### src/hdl/core_pkg.sv
package core_pkg;

    typedef logic [31:0] data_t;
    typedef logic [3:0]  strb_t;

    // AXI response encoding
    typedef enum logic [1:0] {
        resp_okay   = 2'd0,
        resp_slverr = 2'd2,
        resp_decerr = 2'd3
    } resp_t;

    typedef enum logic [1:0] {
        st_idle,
        st_setup,
        st_access,
        st_resp
    } bridge_state_t;

    // 4 KB pages, picked by addr[19:12]
    typedef enum logic [7:0] {
        page_int_regs = 8'd0
    } apb_page_t;

    localparam logic [31:0] DRAM_BASE = 32'h0000_0000;
    localparam logic [31:0] DRAM_MASK = 32'h07FF_FFFF;  // 128 MB
    localparam logic [31:0] REG_BASE  = 32'h8000_0000;
    localparam logic [31:0] REG_MASK  = 32'h000F_FFFF;  // 1 MB

    // Interrupt block, page 0
    localparam logic [11:0] INT_STATUS_OFS = 12'h000;
    localparam logic [11:0] INT_ENABLE_OFS = 12'h004;
    localparam logic [11:0] INT_RAW_OFS    = 12'h008;

endpackage

### src/hdl/apb_if.sv
`timescale 1ns/10ps

interface apb_if #(
    parameter int ADDR = 32
);
    import core_pkg::*;

    logic            sel;
    logic            enable;
    logic            write;
    logic [ADDR-1:0] addr;
    data_t           wdata;
    strb_t           strb;
    logic            ready;
    data_t           rdata;
    logic            slverr;

    modport master (
        output sel, enable, write, addr, wdata, strb,
        input  ready, rdata, slverr
    );

    modport slave (
        input  sel, enable, write, addr, wdata, strb,
        output ready, rdata, slverr
    );

endinterface

### src/hdl/axi_lite_if.sv
`timescale 1ns/10ps

interface axi_lite_if #(
    parameter int ADDR = 32
);
    import core_pkg::*;

    logic            ar_valid;
    logic            ar_ready;
    logic [ADDR-1:0] ar_addr;
    logic            r_valid;
    logic            r_ready;
    data_t           r_data;
    resp_t           r_resp;
    logic            aw_valid;
    logic            aw_ready;
    logic [ADDR-1:0] aw_addr;
    logic            w_valid;
    logic            w_ready;
    data_t           w_data;
    strb_t           w_strb;
    logic            b_valid;
    logic            b_ready;
    resp_t           b_resp;

    modport master (
        output ar_valid, ar_addr, r_ready, aw_valid, aw_addr, w_valid, w_data, w_strb, b_ready,
        input  ar_ready, r_valid, r_data, r_resp, aw_ready, w_ready, b_valid, b_resp
    );

    modport slave (
        input  ar_valid, ar_addr, r_ready, aw_valid, aw_addr, w_valid, w_data, w_strb, b_ready,
        output ar_ready, r_valid, r_data, r_resp, aw_ready, w_ready, b_valid, b_resp
    );

endinterface

### src/hdl/apb_decoder.sv
`timescale 1ns/10ps

module apb_decoder (
    apb_if.slave  host,
    apb_if.master page0
);
    import core_pkg::*;

    logic page0_hit;
    logic null_ready;

    assign page0_hit = apb_page_t'(host.addr[19:12]) == page_int_regs;

    assign page0.sel    = host.sel && page0_hit;
    assign page0.enable = host.enable;
    assign page0.write  = host.write;
    assign page0.addr   = host.addr;
    assign page0.wdata  = host.wdata;
    assign page0.strb   = host.strb;

    // Null slave, done in the first access cycle
    assign null_ready = host.sel && host.enable && !page0_hit;

    assign host.ready  = page0_hit ? page0.ready : null_ready;
    assign host.rdata  = page0_hit ? page0.rdata : '0;  // Unmapped pages read zero
    assign host.slverr = page0_hit && page0.slverr;

endmodule

### src/hdl/axi_to_apb.sv
`timescale 1ns/10ps

module axi_to_apb (
    input  logic      clk,
    input  logic      reset,
    axi_lite_if.slave bus,
    apb_if.master     apb
);
    import core_pkg::*;

    bridge_state_t state;
    data_t         rdata_q;
    logic          slverr_q;
    logic          wr_take;
    logic          rd_take;
    logic          resp_done;
    resp_t         resp;

    // Write wins over a read pending in the same cycle
    assign wr_take = state == st_idle && bus.aw_valid && bus.w_valid;
    assign rd_take = state == st_idle && bus.ar_valid && !(bus.aw_valid && bus.w_valid);

    assign bus.aw_ready = wr_take;
    assign bus.w_ready  = wr_take;
    assign bus.ar_ready = rd_take;

    assign apb.sel    = state == st_setup || state == st_access;
    assign apb.enable = state == st_access;

    assign resp        = slverr_q ? resp_slverr : resp_okay;
    assign bus.r_valid = state == st_resp && !apb.write;
    assign bus.b_valid = state == st_resp && apb.write;
    assign bus.r_data  = rdata_q;
    assign bus.r_resp  = resp;
    assign bus.b_resp  = resp;

    assign resp_done = (bus.r_valid && bus.r_ready) || (bus.b_valid && bus.b_ready);

    always_ff @(posedge clk) begin
        if (reset) begin
            state <= st_idle;
        end else begin
            case (state)
                st_idle:   if (wr_take || rd_take) state <= st_setup;
                st_setup:  state <= st_access;
                st_access: if (apb.ready) state <= st_resp;  // Wait states end here
                st_resp:   if (resp_done) state <= st_idle;
                default:   state <= st_idle;
            endcase
        end
    end

    // Request held from setup until ready
    always_ff @(posedge clk) begin
        if (wr_take) begin
            apb.addr  <= bus.aw_addr;
            apb.write <= 1'b1;
            apb.wdata <= bus.w_data;
            apb.strb  <= bus.w_strb;
        end else if (rd_take) begin
            apb.addr  <= bus.ar_addr;
            apb.write <= 1'b0;
            apb.strb  <= '0;
        end
        if (state == st_access && apb.ready) begin
            rdata_q  <= apb.rdata;
            slverr_q <= apb.slverr;
        end
    end

    // Request fields hold through access
    a_apb_stable: assert property (@(posedge clk) disable iff (reset)
        apb.enable |-> $stable(apb.addr) && $stable(apb.write)
                       && (!apb.write || $stable(apb.wdata)));

endmodule

### src/hdl/ib_router.sv
`timescale 1ns/10ps

module ib_router #(
    parameter int ADDR = 32
) (
    input  logic                clk,
    input  logic                reset,
    input  logic                ib_ar_valid,
    output logic                ib_ar_ready,
    input  logic [ADDR-1:0]     ib_ar_addr,
    output logic                ib_r_valid,
    input  logic                ib_r_ready,
    output core_pkg::data_t     ib_r_data,
    output core_pkg::resp_t     ib_r_resp,
    input  logic                ib_aw_valid,
    output logic                ib_aw_ready,
    input  logic [ADDR-1:0]     ib_aw_addr,
    input  logic                ib_w_valid,
    output logic                ib_w_ready,
    input  core_pkg::data_t     ib_w_data,
    input  core_pkg::strb_t     ib_w_strb,
    output logic                ib_b_valid,
    input  logic                ib_b_ready,
    output core_pkg::resp_t     ib_b_resp,
    output logic                dram_ar_valid,
    input  logic                dram_ar_ready,
    output logic [ADDR-1:0]     dram_ar_addr,
    input  logic                dram_r_valid,
    output logic                dram_r_ready,
    input  core_pkg::data_t     dram_r_data,
    input  core_pkg::resp_t     dram_r_resp,
    output logic                dram_aw_valid,
    input  logic                dram_aw_ready,
    output logic [ADDR-1:0]     dram_aw_addr,
    output logic                dram_w_valid,
    input  logic                dram_w_ready,
    output core_pkg::data_t     dram_w_data,
    output core_pkg::strb_t     dram_w_strb,
    input  logic                dram_b_valid,
    output logic                dram_b_ready,
    input  core_pkg::resp_t     dram_b_resp,
    axi_lite_if.master          reg_bus
);
    import core_pkg::*;

    typedef enum logic [1:0] {dest_dram, dest_reg, dest_err} dest_t;

    logic            ar_hs, r_hs, aw_hs, b_hs;
    logic            rd_busy, wr_busy, wr_ready;
    dest_t           rd_dest, wr_dest, rd_hit, wr_hit;
    logic [ADDR-1:0] rd_addr, wr_addr;
    data_t           wr_data;
    strb_t           wr_strb;
    logic            fwd_r_valid, fwd_r_ready, fwd_b_valid, fwd_b_ready;
    data_t           fwd_r_data;
    resp_t           fwd_r_resp, fwd_b_resp;

    function automatic dest_t decode(input logic [ADDR-1:0] addr);
        if ((addr & ~ADDR'(DRAM_MASK)) == ADDR'(DRAM_BASE))
            return dest_dram;
        if ((addr & ~ADDR'(REG_MASK)) == ADDR'(REG_BASE))
            return dest_reg;
        return dest_err;
    endfunction

    assign rd_hit = decode(ib_ar_addr);
    assign wr_hit = decode(ib_aw_addr);
    assign ar_hs  = ib_ar_valid && ib_ar_ready;
    assign r_hs   = ib_r_valid && ib_r_ready;
    assign aw_hs  = ib_aw_valid && ib_w_valid && wr_ready;  // address and data together
    assign b_hs   = ib_b_valid && ib_b_ready;

    assign ib_aw_ready = wr_ready;
    assign ib_w_ready  = wr_ready;

    assign dram_ar_addr    = rd_addr;
    assign reg_bus.ar_addr = rd_addr;
    assign dram_aw_addr    = wr_addr;
    assign reg_bus.aw_addr = wr_addr;
    assign dram_w_data     = wr_data;
    assign reg_bus.w_data  = wr_data;
    assign dram_w_strb     = wr_strb;
    assign reg_bus.w_strb  = wr_strb;

    // Response from the selected destination
    always_comb begin
        fwd_r_valid = rd_dest == dest_dram ? dram_r_valid : rd_dest == dest_reg && reg_bus.r_valid;
        fwd_r_data  = rd_dest == dest_dram ? dram_r_data : reg_bus.r_data;
        fwd_r_resp  = rd_dest == dest_dram ? dram_r_resp : reg_bus.r_resp;
        fwd_b_valid = wr_dest == dest_dram ? dram_b_valid : wr_dest == dest_reg && reg_bus.b_valid;
        fwd_b_resp  = wr_dest == dest_dram ? dram_b_resp : reg_bus.b_resp;
    end

    assign fwd_r_ready     = rd_busy && !ib_r_valid;
    assign dram_r_ready    = fwd_r_ready && rd_dest == dest_dram;
    assign reg_bus.r_ready = fwd_r_ready && rd_dest == dest_reg;
    assign fwd_b_ready     = wr_busy && !ib_b_valid;
    assign dram_b_ready    = fwd_b_ready && wr_dest == dest_dram;
    assign reg_bus.b_ready = fwd_b_ready && wr_dest == dest_reg;

    always_ff @(posedge clk) begin
        if (reset) begin
            ib_ar_ready      <= 1'b0;
            rd_busy          <= 1'b0;
            rd_dest          <= dest_err;
            dram_ar_valid    <= 1'b0;
            reg_bus.ar_valid <= 1'b0;
            ib_r_valid       <= 1'b0;
        end else begin
            ib_ar_ready <= (!rd_busy || r_hs) && !ar_hs;
            if (ar_hs) begin
                rd_busy          <= 1'b1;
                rd_dest          <= rd_hit;
                rd_addr          <= ib_ar_addr;
                dram_ar_valid    <= rd_hit == dest_dram;
                reg_bus.ar_valid <= rd_hit == dest_reg;
                ib_r_valid       <= rd_hit == dest_err;  // Decode error answered here
                ib_r_data        <= '0;
                ib_r_resp        <= resp_decerr;
            end
            if (dram_ar_valid && dram_ar_ready)
                dram_ar_valid <= 1'b0;
            if (reg_bus.ar_valid && reg_bus.ar_ready)
                reg_bus.ar_valid <= 1'b0;
            if (fwd_r_valid && fwd_r_ready) begin
                ib_r_valid <= 1'b1;
                ib_r_data  <= fwd_r_data;
                ib_r_resp  <= fwd_r_resp;
            end
            if (r_hs) begin
                ib_r_valid <= 1'b0;
                rd_busy    <= 1'b0;
            end
        end
    end

    always_ff @(posedge clk) begin
        if (reset) begin
            wr_ready         <= 1'b0;
            wr_busy          <= 1'b0;
            wr_dest          <= dest_err;
            dram_aw_valid    <= 1'b0;
            dram_w_valid     <= 1'b0;
            reg_bus.aw_valid <= 1'b0;
            reg_bus.w_valid  <= 1'b0;
            ib_b_valid       <= 1'b0;
        end else begin
            wr_ready <= (!wr_busy || b_hs) && !aw_hs;
            if (aw_hs) begin
                wr_busy          <= 1'b1;
                wr_dest          <= wr_hit;
                wr_addr          <= ib_aw_addr;
                wr_data          <= ib_w_data;
                wr_strb          <= ib_w_strb;
                dram_aw_valid    <= wr_hit == dest_dram;
                dram_w_valid     <= wr_hit == dest_dram;
                reg_bus.aw_valid <= wr_hit == dest_reg;
                reg_bus.w_valid  <= wr_hit == dest_reg;
                ib_b_valid       <= wr_hit == dest_err;
                ib_b_resp        <= resp_decerr;
            end
            if (dram_aw_valid && dram_aw_ready)
                dram_aw_valid <= 1'b0;
            if (dram_w_valid && dram_w_ready)
                dram_w_valid <= 1'b0;
            if (reg_bus.aw_valid && reg_bus.aw_ready)
                reg_bus.aw_valid <= 1'b0;
            if (reg_bus.w_valid && reg_bus.w_ready)
                reg_bus.w_valid <= 1'b0;
            if (fwd_b_valid && fwd_b_ready) begin
                ib_b_valid <= 1'b1;
                ib_b_resp  <= fwd_b_resp;
            end
            if (b_hs) begin
                ib_b_valid <= 1'b0;
                wr_busy    <= 1'b0;
            end
        end
    end

    // Responses hold until the host takes them
    a_r_hold: assert property (@(posedge clk) disable iff (reset)
        ib_r_valid && !ib_r_ready |=> ib_r_valid && $stable(ib_r_data) && $stable(ib_r_resp));
    a_b_hold: assert property (@(posedge clk) disable iff (reset)
        ib_b_valid && !ib_b_ready |=> ib_b_valid && $stable(ib_b_resp));

    // One outstanding request per channel
    a_rd_single: assert property (@(posedge clk) disable iff (reset) rd_busy |-> !ar_hs);
    a_wr_single: assert property (@(posedge clk) disable iff (reset) wr_busy |-> !aw_hs);

endmodule

### src/hdl/int_regs.sv
`timescale 1ns/10ps

module int_regs #(
    parameter int INTERRUPTS = 3
) (
    input  logic                  clk,
    input  logic                  reset,
    input  logic [INTERRUPTS-1:0] int_in,
    output logic                  int_out,
    apb_if.slave                  apb
);
    import core_pkg::*;

    logic [INTERRUPTS-1:0] status;
    logic [INTERRUPTS-1:0] enable;
    logic [INTERRUPTS-1:0] status_nxt;
    logic [INTERRUPTS-1:0] enable_nxt;
    logic [INTERRUPTS-1:0] wsel;
    logic [INTERRUPTS-1:0] wbits;
    logic                  wr_en;
    data_t                 wmask;

    assign apb.ready  = apb.sel && apb.enable;  // No wait states
    assign apb.slverr = 1'b0;
    assign wr_en      = apb.sel && apb.enable && apb.write;

    // Byte strobes to bit mask
    always_comb begin
        for (int i = 0; i < 32; i++)
            wmask[i] = apb.strb[i/8];
    end

    assign wsel  = wmask[INTERRUPTS-1:0];
    assign wbits = apb.wdata[INTERRUPTS-1:0] & wsel;

    always_comb begin
        status_nxt = status | int_in;
        enable_nxt = enable;
        if (wr_en) begin
            case (apb.addr[11:0])
                INT_STATUS_OFS: status_nxt = (status & ~wbits) | int_in;  // Set beats clear
                INT_ENABLE_OFS: enable_nxt = (enable & ~wsel) | wbits;
                default: ;
            endcase
        end
    end

    always_comb begin
        case (apb.addr[11:0])
            INT_STATUS_OFS: apb.rdata = data_t'(status);
            INT_ENABLE_OFS: apb.rdata = data_t'(enable);
            INT_RAW_OFS:    apb.rdata = data_t'(int_in);
            default:        apb.rdata = '0;
        endcase
    end

    always_ff @(posedge clk) begin
        if (reset) begin
            status  <= '0;
            enable  <= '0;
            int_out <= 1'b0;
        end else begin
            status  <= status_nxt;
            enable  <= enable_nxt;
            int_out <= |(status_nxt & enable_nxt);  // Tracks the registered mask
        end
    end

    a_int_masked: assert property (@(posedge clk) disable iff (reset)
        enable == '0 |-> !int_out);

endmodule

### src/hdl/sp605_core.sv
`timescale 1ns/10ps

module sp605_core #(
    parameter int ADDR       = 32,
    parameter int INTERRUPTS = 3
) (
    input  logic                  clk,
    input  logic                  reset,
    // Inbound host side
    input  logic                  ib_ar_valid,
    output logic                  ib_ar_ready,
    input  logic [ADDR-1:0]       ib_ar_addr,
    output logic                  ib_r_valid,
    input  logic                  ib_r_ready,
    output core_pkg::data_t       ib_r_data,
    output core_pkg::resp_t       ib_r_resp,
    input  logic                  ib_aw_valid,
    output logic                  ib_aw_ready,
    input  logic [ADDR-1:0]       ib_aw_addr,
    input  logic                  ib_w_valid,
    output logic                  ib_w_ready,
    input  core_pkg::data_t       ib_w_data,
    input  core_pkg::strb_t       ib_w_strb,
    output logic                  ib_b_valid,
    input  logic                  ib_b_ready,
    output core_pkg::resp_t       ib_b_resp,
    // DRAM master side
    output logic                  dram_ar_valid,
    input  logic                  dram_ar_ready,
    output logic [ADDR-1:0]       dram_ar_addr,
    input  logic                  dram_r_valid,
    output logic                  dram_r_ready,
    input  core_pkg::data_t       dram_r_data,
    input  core_pkg::resp_t       dram_r_resp,
    output logic                  dram_aw_valid,
    input  logic                  dram_aw_ready,
    output logic [ADDR-1:0]       dram_aw_addr,
    output logic                  dram_w_valid,
    input  logic                  dram_w_ready,
    output core_pkg::data_t       dram_w_data,
    output core_pkg::strb_t       dram_w_strb,
    input  logic                  dram_b_valid,
    output logic                  dram_b_ready,
    input  core_pkg::resp_t       dram_b_resp,
    // Interrupts
    input  logic [INTERRUPTS-1:0] int_in,
    output logic                  int_out
);

    axi_lite_if #(.ADDR(ADDR)) reg_bus ();
    apb_if #(.ADDR(ADDR)) apb_host ();
    apb_if #(.ADDR(ADDR)) apb_page0 ();

    // Port names match the top level one to one
    ib_router #(
        .ADDR(ADDR)
    ) ib_router_i (.*);

    axi_to_apb axi_to_apb_i (
        .clk   (clk),
        .reset (reset),
        .bus   (reg_bus),
        .apb   (apb_host)
    );

    apb_decoder apb_decoder_i (
        .host  (apb_host),
        .page0 (apb_page0)
    );

    int_regs #(
        .INTERRUPTS(INTERRUPTS)
    ) int_regs_i (
        .clk     (clk),
        .reset   (reset),
        .int_in  (int_in),
        .int_out (int_out),
        .apb     (apb_page0)
    );

endmodule

### config.mk
export PLATFORM = sky130hd
export DESIGN_NAME = sp605_core
export DESIGN_NICKNAME = d
export VERILOG_FILES = /design/src/hdl/core_pkg.sv /design/src/hdl/apb_if.sv /design/src/hdl/axi_lite_if.sv /design/src/hdl/apb_decoder.sv /design/src/hdl/axi_to_apb.sv /design/src/hdl/ib_router.sv /design/src/hdl/int_regs.sv /design/src/hdl/sp605_core.sv
export SDC_FILE = /design/constraint.sdc
export NUM_CORES = 1
export LEC_CHECK = 0
export CAP_MARGIN = 20
export CORE_AREA = 2 2 116 118
export CTS_BUF_LIST = sky130_fd_sc_hd__clkbuf_8
export CTS_CLUSTER_SIZE = 14
export DETAILED_ROUTE_END_ITERATION = 16
export DIE_AREA = 0 0 118 120
export DONT_BUFFER_PORTS = 1
export GPL_ROUTABILITY_DRIVEN = 0
export HOLD_SLACK_MARGIN = 0.05
export PLACE_DENSITY_LB_ADDON = 0.1
export SLEW_MARGIN = 20
export SYNTH_ARGS = -nofsm -noshare
export SYNTH_HDL_FRONTEND = slang
export SYNTH_SLANG_ARGS = --single-unit
### constraint.sdc
create_clock -name clk -period 4.65 [get_ports clk]
set_input_delay 0.465 -clock clk [delete_from_list [all_inputs] [get_ports clk]]
set_output_delay 0.465 -clock clk [all_outputs]
set_load 0.01 [all_outputs]
==> reports/summary.txt, run 1 <==
Critical path's top delay family: buffers and inverters
Area leader, netlist: edfxtp_1
Row count: 42
Hold-fix buffers, CTS: 2
First-pass DRT Iterations: 4
Post-synth top cells: 163 x edfxtp_1, 86 x nand2_1, 33 x and2_1
Final Util: 0.574
Synth Area per Inst: 15.3 um^2
Worst-path maximum fanout: 26
Initial antenna violation count: 1
Iter 0 DRT Violations: 191
TritonCTS clock tree: done
Maximum clock frequency: 393 MHz
Most used cell, CP: inv_1
Inserted Clock Buffers: 17
Crit-path cells: inv_1 > ha_1 > nand3_1 > inv_1
Root buffer cell: clkbuf_8
WL final: 13600 um
Global-route wire length before repair: 20200 um
Kind of critical path: register to register
CTS HTree Levels: 4
Slew Viols, Final: 0
Syn Std Cell Area: 0.00684 mm^2
Worst R2R Path Depth: 4
EDFF count, synth: 163
Most frequent cell after synthesis: edfxtp_1
Worst path depth: 4
Power per standard cell area: 399 mW/mm^2
Synth Register Bits: 189
# setup viols final: 0
Fin area: 0.00745 mm^2
Yosys cell types: 46
Setup TNS: 0 ns
Final period util: 0.548
Post-route insts no fill: 649
Max VDD drop: 0.240 mV
Drt wl/cell: 21.0 um
Minimum clock period: 2.55 ns
Cells after synthesis: 447
Synthesized Nets: 603
Area contributors post-synth: edfxtp_1 72%, dfxtp_1 7.6%, nand2_1 4.7%
Worst path bufs/invs: 2
Share of post-route cells with drive strength above 1: 0.0953
Vias after detailed routing: 3582
Placed cell area: 0.00706 mm^2
Core area: 0.0130 mm^2
Worst Setup SP: axi_to_apb_i.state[0]
CP endpoint kind: register
Via density: 5.52
Initial core utilization: 0.527
FF-to-FF Start: axi_to_apb_i.state[0]
Sequential fraction of the synthesis area: 0.792
RSZ-0062 raised after global routing: no
Leakage power: 2.54 nW
Slew @ Worst Pin: 1.04 ns
Fin. Hold Viols: 0
Hold WC Path Type: primary input to register
Fraction of registers with async set/reset: 0
Pin count of the biggest net entering global routing: 50
Placed Cells incl. Taps: 613
Ys Warns: 0
Clk_lat worst skew: 0.45 ns
Final net count: 615
DIE WIDTH: 118 um
Fill count: 1033
CP arrival: 2.62 ns
Die Ht: 120 um
GRT Residual Overflow: 0
Port bufs: 0
Tot GR Track Use: 0.193
Vias in the first global route: 3576
Status: complete, no violations
FF-to-FF setup slack: 2.10 ns
Skew final: 0.0183 ns
CTS resizes: 0
Capture point of the worst reg-to-reg path: axi_to_apb_i.apb.wdata[2]
Hold slack: 0.0938 ns
Drc violations: 0
Area Overhead vs Synth: 8.89%
Max-Cap Viols: 0
CP max-delay cell: inv_1
Top FF cell, synth: edfxtp_1
Clock tree buffer depth: 2
Post-synth top area share: 0.716
Setup crit end: axi_to_apb_i.apb.wdata[2]
Crit-path max cell delay: 0.88 ns
Full die area: 0.0142 mm^2
Clock sink total: 189
Postcts setup bufs: 0
I/O pin count: 298
Worst Path Required: 4.72 ns
HPWL Detailed: 9980 um
Startpoint class of the critical path: register
Slew headroom: 0.305
Routed Antenna Nets: 0
Clock transition at path regs: 0.09 ns
registers in the layout, summed over array words and instances, names as in the netlist, 4 cells and up:
register and count:
ib_router_i.dram_w_strb 4, axi_to_apb_i.apb.addr 20, ib_router_i.dram_w_data 32, ib_router_i.ib_r_data 32, ib_router_i.dram_ar_addr 32, ib_router_i.dram_aw_addr 32
power by group:
group          leakage (nW)  switching (mW)  total [mW]  internal, mW
logic                 0.658          0.0586      0.0894        0.0308
clock network         0.192           0.536       0.966         0.430
registers              1.69          0.0395        1.92          1.88
total                  2.54           0.634        2.97          2.34
per-layer routing:
metal / GRT usage / vias to the layer above / wire (um)
li1: - / 1657 / -
met1: 0.209 / 1725 / 5200
met2: 0.327 / 192 / 6970
met3: 0.0889 / 8 / 1340
met4: 0.0851 / 0 / 120
met5: 0 / - / 0
metrics by stage:
step                      setup slack [ns]  power (mW)
after global placement                2.15        2.04
final                                 2.10        2.97
after detailed placement              2.07        2.05
after global routing                  1.84        3.08
after CTS                             2.05        3.01
after floorplan                      0.620        2.02
logic make-up after synthesis:
kind of cell	count (synthesis)	share of synthesized area
adder cells (fa/ha/maj)	5	0.00915
AND/OR/NAND/NOR	177	0.129
flip-flops	189	0.792
AO/OA/AOI/OAI	48	0.0476
multiplexers	7	0.0104
buffers and inverters	21	0.0123
worst reg2reg max path: cells and delay by family, from the launching register on:
kind                     cells  cell delay [ns]
flip-flops                   1             0.32
adder cells (fa/ha/maj)      1             0.24
AND/OR/NAND/NOR              1             0.57
buffers and inverters        2             1.02
cells in the final DEF, fill, tap and decap left out, types with 3 or more instances in the layout:
cell type / count
a21o_1: 4
ha_1: 5
a211oi_1: 4
a21oi_1: 14
dlygate4sd3_1: 3
nor3_1: 5
clkbuf_8: 18
nand3_1: 5
nor4_1: 7
edfxtp_1: 163
a31oi_1: 3
mux2i_1: 6
o21ai_0: 7
inv_1: 14
dfxtp_1: 26
and2_1: 33
nor2b_1: 6
nor2_1: 13
clkinvlp_4: 3
nand2_1: 86
how the worst min path moves through the flow:
stage | startpoint | to | slack [ns] | cells after the start
floorplan | ib_router_i.wr_busy | ib_router_i.ib_aw_ready | 0.44 | 1
global placement | ib_router_i.rd_busy | ib_router_i.ib_ar_ready | 0.46 | 1
detailed placement | ib_router_i.reg_bus.ar_valid | ib_router_i.reg_bus.ar_valid | 0.47 | 2
CTS | reset | int_regs_i.status[2] | 0.05 | 1
global route | ib_aw_addr[27] | ib_router_i.dram_aw_addr[27] | 0.05 | 0
finish | reset | ib_router_i.dram_ar_valid | 0.09 | 1
layout make-up:
type / instances / area (um^2) / area share
diodes: 1 / 2.50 / 0.000336
well taps: 176 / 220 / 0.0296
inverters: 9 / 33.8 / 0.00454
multi-input cells: 237 / 1380 / 0.185
clock inverters: 14 / 108 / 0.0144
flip-flops and latches: 189 / 5420 / 0.727
repair buffers: 5 / 45.0 / 0.00605
clock buffers: 18 / 248 / 0.0333
(Power assumes the default switching activity.)
==> run 2: changes to the inputs <==
Settings changed: ABC_AREA set to 1.
Clock period 4.65 ns to 2.1 ns, I/O delays scaled along.
==> run 2 against run 1 <==
Synthesized cell count rose by 30%; non-clock buffer count rose by 152; highest routed layer unchanged; hold slack got worse by 0.0090 ns; synthesized area rose by 4.6%; register-to-register slack got worse by 1.9 ns; power rose by 140%.
==> reports/summary.txt, run 2 <==
Fin area: 0.00930 mm^2 (+25%)
Synth Register Bits: 189 (unchanged)
Fin. Hold Viols: 0 (unchanged)
Drc violations: 0 (unchanged)
Iter 0 DRT Violations: 271 (+42%)
Critical path's top delay family: simple AND/OR/NAND/NOR gates
Startpoint class of the critical path: register
Kind of critical path: register to register
TritonCTS clock tree: done
Switching Fraction: 0.208 (-0.00470)
HPWL Detailed: 10100 um (+1.4%)
Clock tree buffer depth: 2 (unchanged)
Post-synth top area share: 0.684 (-0.0313)
Main combinational cell family by area after synthesis: simple AND/OR/NAND/NOR gates
Root buffer cell: clkbuf_8
Vias after detailed routing: 4859 (+36%)
CTS HTree Levels: 4 (unchanged)
Synth Area in Compound Gates: 0.0369 (-0.0107)
Psw: 1.46 mW (+130%)
Maximum clock frequency: 524 MHz (+33%)
Clk pwr share: 0.325 (about the same)
Global-route wire length before repair: 24600 um (+22%)
Most used cell, CP: nand3_2
Setup TNS: 0 ns (unchanged)
Area leader, netlist: edfxtp_1
EDFF count, synth: 163 (unchanged)
Post-synthesis mux area share: 0 (-0.0104)
Crit-path max cell delay: 0.42 ns (-0.46 ns)
Most frequent cells in the layout: 163 x edfxtp_1, 147 x dlygate4sd3_1, 144 x nand2_1
WL final: 16300 um (+19%)
Initial antenna violation count: 0 (-1)
Clock transition at path regs: 0.08 ns (about the same)
Area contributors post-synth: edfxtp_1 68%, nand2_1 7.6%, dfxtp_1 7.3%
Clk_lat worst skew: 0.45 ns (about the same)
Hold slack: 0.0848 ns (-0.00903 ns)
Pin count of the biggest net entering global routing: 69 (+38%)
Adder-cell area share of the yosys netlist: 0.00875 (-0.000400)
Core area: 0.0130 mm^2 (unchanged)
Fraction of registers with async set/reset: 0 (unchanged)
Ant diodes: 0 (-1)
Slew headroom: 0.502 (+0.197)
Hold WC Path Type: primary input to register
Row count: 42 (unchanged)
Status: complete, no violations
GRT Residual Overflow: 0 (unchanged)
Skew final: 0.0120 ns (-0.00634 ns)
Top FF cell, synth: edfxtp_1
Post-synth top cells: 163 x edfxtp_1, 144 x nand2_1, 69 x inv_1
DIE WIDTH: 118 um (unchanged)
Synth Area per Inst: 12.3 um^2 (-20%)
RSZ-0062 raised after global routing: no
Final net count: 902 (+47%)
I/O pin count: 298 (unchanged)
Inserted Clock Buffers: 17 (unchanged)
# setup viols final: 0 (unchanged)
Worst Path Required: 2.45 ns (-2.27 ns)
Minimum clock period: 1.91 ns (-0.639 ns)
Via density: 5.21 (-5.6%)
Drt wl/cell: 17.5 um (-17%)
Share of post-route cells with drive strength above 1: 0.0766 (-0.0187)
Crit-path cells: inv_1 > ha_1 > nand3_2 > nor3_4 > inv_2 > o21ai_1 > nand2_1 > nand2_2 > nand3_2
Full die area: 0.0142 mm^2 (unchanged)
Yosys cell types: 32 (-30%)
Port bufs: 0 (unchanged)
Final period util: 0.909 (+0.361)
Commonest non-fill, non-tap cell in the layout: edfxtp_1
Sequential fraction of the synthesis area: 0.757 (-0.0346)
CP max-delay cell: dfxtp_1
Max-Cap Viols: 0 (unchanged)
Vias in the first global route: 4813 (+35%)
Final worst slack: 0.192 ns (-1.91 ns)
Power per standard cell area: 755 mW/mm^2 (+89%)
Initial core utilization: 0.551 (+0.0241)
First-pass DRT Iterations: 5 (+1)
Routed Antenna Nets: 0 (unchanged)
Ys Warns: 0 (unchanged)
Tot GR Track Use: 0.228 (+0.0345)
Synthesized Nets: 737 (+22%)
Fill count: 847 (-18%)
Pre-CTS WS: 0.213 ns (-1.85 ns)
Slew Viols, Final: 0 (unchanged)
Placed cell area: 0.00744 mm^2 (+5.4%)
Comb power frac: 0.069 (+0.039)
Syn Std Cell Area: 0.00715 mm^2 (+4.6%)
Post-Synth Simple-Gate Area: 0.149 (+0.0201)
Area Overhead vs Synth: 30.0%
Sequential power share: 0.605 (-0.040)
Worst-path maximum fanout: 9 (-65%)
Worst path bufs/invs: 2 (unchanged)
CP endpoint kind: register
CP arrival: 2.26 ns (-0.36 ns)
Internal: 5.55 mW (+140%)
Cells after synthesis: 581 (+30%)
Leakage power: 3.60 nW (+42%)
Post-synthesis xor/xnor area fraction: 0 (unchanged)
Max VDD drop: 0.675 mV (+180%)
Most frequent cell after synthesis: edfxtp_1
Power consumption: 7.02 mW (+140%)
Postcts setup bufs: 0 (unchanged)
Clock sink total: 189 (unchanged)
Die Ht: 120 um (unchanged)
Slew @ Worst Pin: 0.744 ns (-0.293 ns)
==> run 2: changes by cell type after synthesis, sizes merged, moves of 6 or more <==
cell	previous run	this run
and2	33	0
nor2	15	71
inv	9	76
nand3	5	20
nand2	87	149
nor2b	7	0
mux2i	6	0
a21oi	15	24
==> run 2: worst paths after layout <==
path / cells past startpoint / slack, ns / end / startpoint
max: 9 / 0.19 / int_regs_i.int_out / axi_to_apb_i.state[1]
min: 4 / 0.08 / ib_router_i.wr_dest[1] / ib_aw_addr[27]
max reg2reg: 9 / 0.19 / int_regs_i.int_out / axi_to_apb_i.state[1]
min reg2reg: 1 / 0.47 / ib_router_i.ib_ar_ready / ib_router_i.rd_busy
==> run 2: power groups by stage <==
stage | clock network [mW] | logic [mW] | registers (mW)
6_report | 2.28 | 0.487 | 4.25
5_1_grt | 2.45 | 0.535 | 4.26
4_1_cts | 2.31 | 0.472 | 4.25
3_5_place_dp | 0 | 0.248 | 4.33
3_3_place_gp | 0 | 0.235 | 4.33
2_1_floorplan | 0 | 0.200 | 4.31
==> run 2: kinds of logic after synthesis <==
| logic type | after synthesis |
|---|---|
| buffers and inverters | 88 |
| flip-flops | 189 |
| AO/OA/AOI/OAI | 47 |
| adder cells (fa/ha/maj) | 5 |
| AND/OR/NAND/NOR | 252 |
==> run 2: repair_timing <==
item | CTS | global route
resized for setup | 0 | 3
endpoints found under the hold margin | 158 | 0
setup endpoints to repair | 0 | 3
hold buffers | 148 | 0
==> run 2: layout make-up <==
class / count / area [um^2] / area share
Inverter: 77 / 289 / 0.0311
Tap cell: 176 / 220 / 0.0237
Clock buffer: 17 / 234 / 0.0252
Clock inverter: 13 / 136 / 0.0147
Multi-Input combinational cell: 304 / 1420 / 0.152
Sequential cell: 189 / 5420 / 0.582
Timing Repair Buffer: 157 / 1590 / 0.171
==> run 2: metrics by stage <==
step	util	cells
floorplan	-	581
global placement	0.573	755
detailed placement	0.573	755
CTS	0.716	933
global route	0.717	933
finish	0.717	933
==> run 2: metal layers <==
| layer | part of all wire | track usage | wire length, um |
|---|---|---|---|
| met5 | 0 | 0 | 0 |
| met4 | 0.025 | 0.102 | 408 |
| met3 | 0.095 | 0.0860 | 1540 |
| met2 | 0.51 | 0.400 | 8380 |
| met1 | 0.37 | 0.246 | 5970 |
==> run 2: worst reg2reg max path, delay by kind of cell (launching register included) <==
kind | cells | cell delay [ns]
fa+ha+maj | 1 | 0.33
flops | 1 | 0.42
compound gates | 1 | 0.13
simple gates | 5 | 0.72
buf+inv | 2 | 0.20
==> run 3: changes to the inputs <==
Clock period 2.1 ns to 2.2 ns, I/O delays scaled along.
==> run 3 against run 2 <==
Wire length up 1.3%; final area shrank 0.30%; power fell by 4.3%; clock power shrank 4%; critical endpoint is now ib_router_i.reg_bus.ar_valid; highest routed layer unchanged.
==> reports/summary.txt, run 3 (synthesis gave the netlist of run 2 again) <==
Skew final: 0.0129 ns (+0.000930 ns)
FF-to-FF Start: axi_to_apb_i.state[1]
Capture point of the worst reg-to-reg path: int_regs_i.int_out
Clk pwr share: 0.327 (+0.002)
Worst R2R Path Depth: 9 (unchanged)
Initial antenna violation count: 0 (unchanged)
Drc violations: 0 (unchanged)
Final period util: 0.942
Die Ht: 120 um (unchanged)
Power per standard cell area: 724 mW/mm^2 (-4.0%)
FF-to-FF setup slack: 0.25 ns (+0.06 ns)
HPWL Detailed: 10000 um (-0.64%)
First-pass DRT Iterations: 5 (unchanged)
Vias after detailed routing: 4802 (-1.2%)
Power consumption: 6.72 mW (-4.3%)
Post-route insts no fill: 933 (unchanged)
Worst-path maximum fanout: 2 (-7)
Area Overhead vs Synth: 29.6%
Vias in the first global route: 4944 (+2.7%)
Final Util: 0.714 (-0.00212)
Most frequent cells in the layout: 163 x edfxtp_1, 147 x dlygate4sd3_1, 144 x nand2_1
Core area: 0.0130 mm^2 (unchanged)
Slew Viols, Final: 0 (unchanged)
WL final: 16500 um (+1.3%)
DIE WIDTH: 118 um (unchanged)
Min-delay src: ib_aw_addr[29]
Kind of critical path: primary input to register
Drt wl/cell: 17.7 um (+1.3%)
Setup TNS: 0 ns (unchanged)
Clk_lat worst skew: 0.45 ns (about the same)
Commonest non-fill, non-tap cell in the layout: edfxtp_1
Initial core utilization: 0.551 (unchanged)
Worst Path Required: 2.57 ns (+0.12 ns)
I/O pin count: 298 (unchanged)
Comb power frac: 0.069 (about the same)
RSZ-0062 raised after global routing: no
Slew @ Worst Pin: 0.681 ns (-0.0631 ns)
Inserted Clock Buffers: 17 (unchanged)
Status: complete, no violations
Slew headroom: 0.544 (+0.0422)
TritonCTS clock tree: done
Full die area: 0.0142 mm^2 (unchanged)
Port bufs: 0 (unchanged)
Startpoint class of the critical path: primary input
Max-Cap Viols: 0 (unchanged)
CTS resizes: 0 (unchanged)
Placed Cells incl. Taps: 755 (unchanged)
Global-route wire length before repair: 25700 um (+4.4%)
CTS HTree Levels: 4 (unchanged)
GRT Residual Overflow: 0 (unchanged)
Postcts setup bufs: 0 (unchanged)
Minimum clock period: 2.07 ns
Clock tree buffer depth: 2 (unchanged)
Pin count of the biggest net entering global routing: 69 (unchanged)
Ant diodes: 0 (unchanged)
Iter 0 DRT Violations: 315 (+16%)
Max VDD drop: 0.475 mV (-30%)
Routed Antenna Nets: 0 (unchanged)
Switching Fraction: 0.222 (+0.0134)
Clock sink total: 189 (unchanged)
CP endpoint kind: register
Leakage power: 3.58 nW (-0.40%)
Hold-fix buffers, CTS: 147 (-0.68%)
Sequential power share: 0.604 (about the same)
# setup viols final: 0 (unchanged)
Final net count: 901 (-0.11%)
Psw: 1.49 mW (+1.9%)
Fin. Hold Viols: 0 (unchanged)
Root buffer cell: clkbuf_8
Min-Delay Endpoint: ib_router_i.wr_dest[1]
Maximum clock frequency: 483 MHz
Row count: 42 (unchanged)
Hold depth: 4 (unchanged)
Internal: 5.23 mW (-5.9%)
Hold WC Path Type: primary input to register
Via density: 5.15 (-1.2%)
Tot GR Track Use: 0.236 (+0.00763)
CP arrival: 2.45 ns (+0.19 ns)
Share of post-route cells with drive strength above 1: 0.0832 (+0.00661)
Clock transition at path regs: 0.09 ns (about the same)
[run 3: changes by cell type in the layout (fill, tap and decap cells not counted), sizes merged]
cell | before | now
clkinv | 6 | 8
dlymetal6s4s | 1 | 0
bufinv | 3 | 2
[run 3: worst max-delay path by stage]
| stage | start | to | slack (ns) | cells after the start |
|---|---|---|---|---|
| after detailed placement | axi_to_apb_i.state[1] | int_regs_i.int_out | 0.34 | 9 |
| after floorplan | ib_router_i.ib_aw_ready | ib_router_i.dram_aw_addr[0] | 0.05 | 3 |
| final | ib_ar_addr[26] | ib_router_i.reg_bus.ar_valid | 0.13 | 6 |
| after CTS | ib_ar_addr[26] | ib_router_i.reg_bus.ar_valid | 0.19 | 6 |
| after global placement | axi_to_apb_i.state[1] | int_regs_i.int_out | 0.45 | 9 |
| after global routing | ib_ar_addr[26] | ib_router_i.rd_dest[0] | 0.07 | 6 |
[run 3: critical path: stages]
cell	delay (ns)
dlygate4sd3_1	0.57
nor4_1	0.28
dlygate4sd3_1	0.58
nand3_1	0.07
dlygate4sd3_1	0.59
a21oi_1	0.13
[run 3: stage by stage]
stage / hold slack, ns / setup WS [ns] / area, um^2
final: 0.0958 / 0.128 / 9270
after global routing: 0.0956 / 0.0663 / 9270
after CTS: 0.0510 / 0.186 / 9270
after detailed placement: 0.299 / 0.338 / 7420
after global placement: 0.295 / 0.450 / 7420
after floorplan: 0.319 / 0.0523 / 7160
[run 3: power groups by stage]
stage / clock network, mW / registers, mW / logic, mW
6_report: 2.20 / 4.05 / 0.464
5_1_grt: 2.38 / 4.06 / 0.507
4_1_cts: 2.23 / 4.05 / 0.451
3_5_place_dp: 0 / 4.14 / 0.238
3_3_place_gp: 0 / 4.13 / 0.223
2_1_floorplan: 0 / 4.12 / 0.190
[run 3: cell type report]
type                    count  area [um^2]
clock buffers              17          234
clock inverters            14          143
fillers                   847         3710
inverters                  77          289
multi-input cells         304         1410
flip-flops and latches    189         5420
well taps                 176          220
repair buffers            156         1560
[run 3: layer usage]
| layer | GRT usage | routed length (um) |
|---|---|---|
| met1 | 0.248 | 5890 |
| met5 | 0 | 0 |
| met3 | 0.0908 | 1590 |
| met4 | 0.0896 | 361 |
| met2 | 0.426 | 8680 |
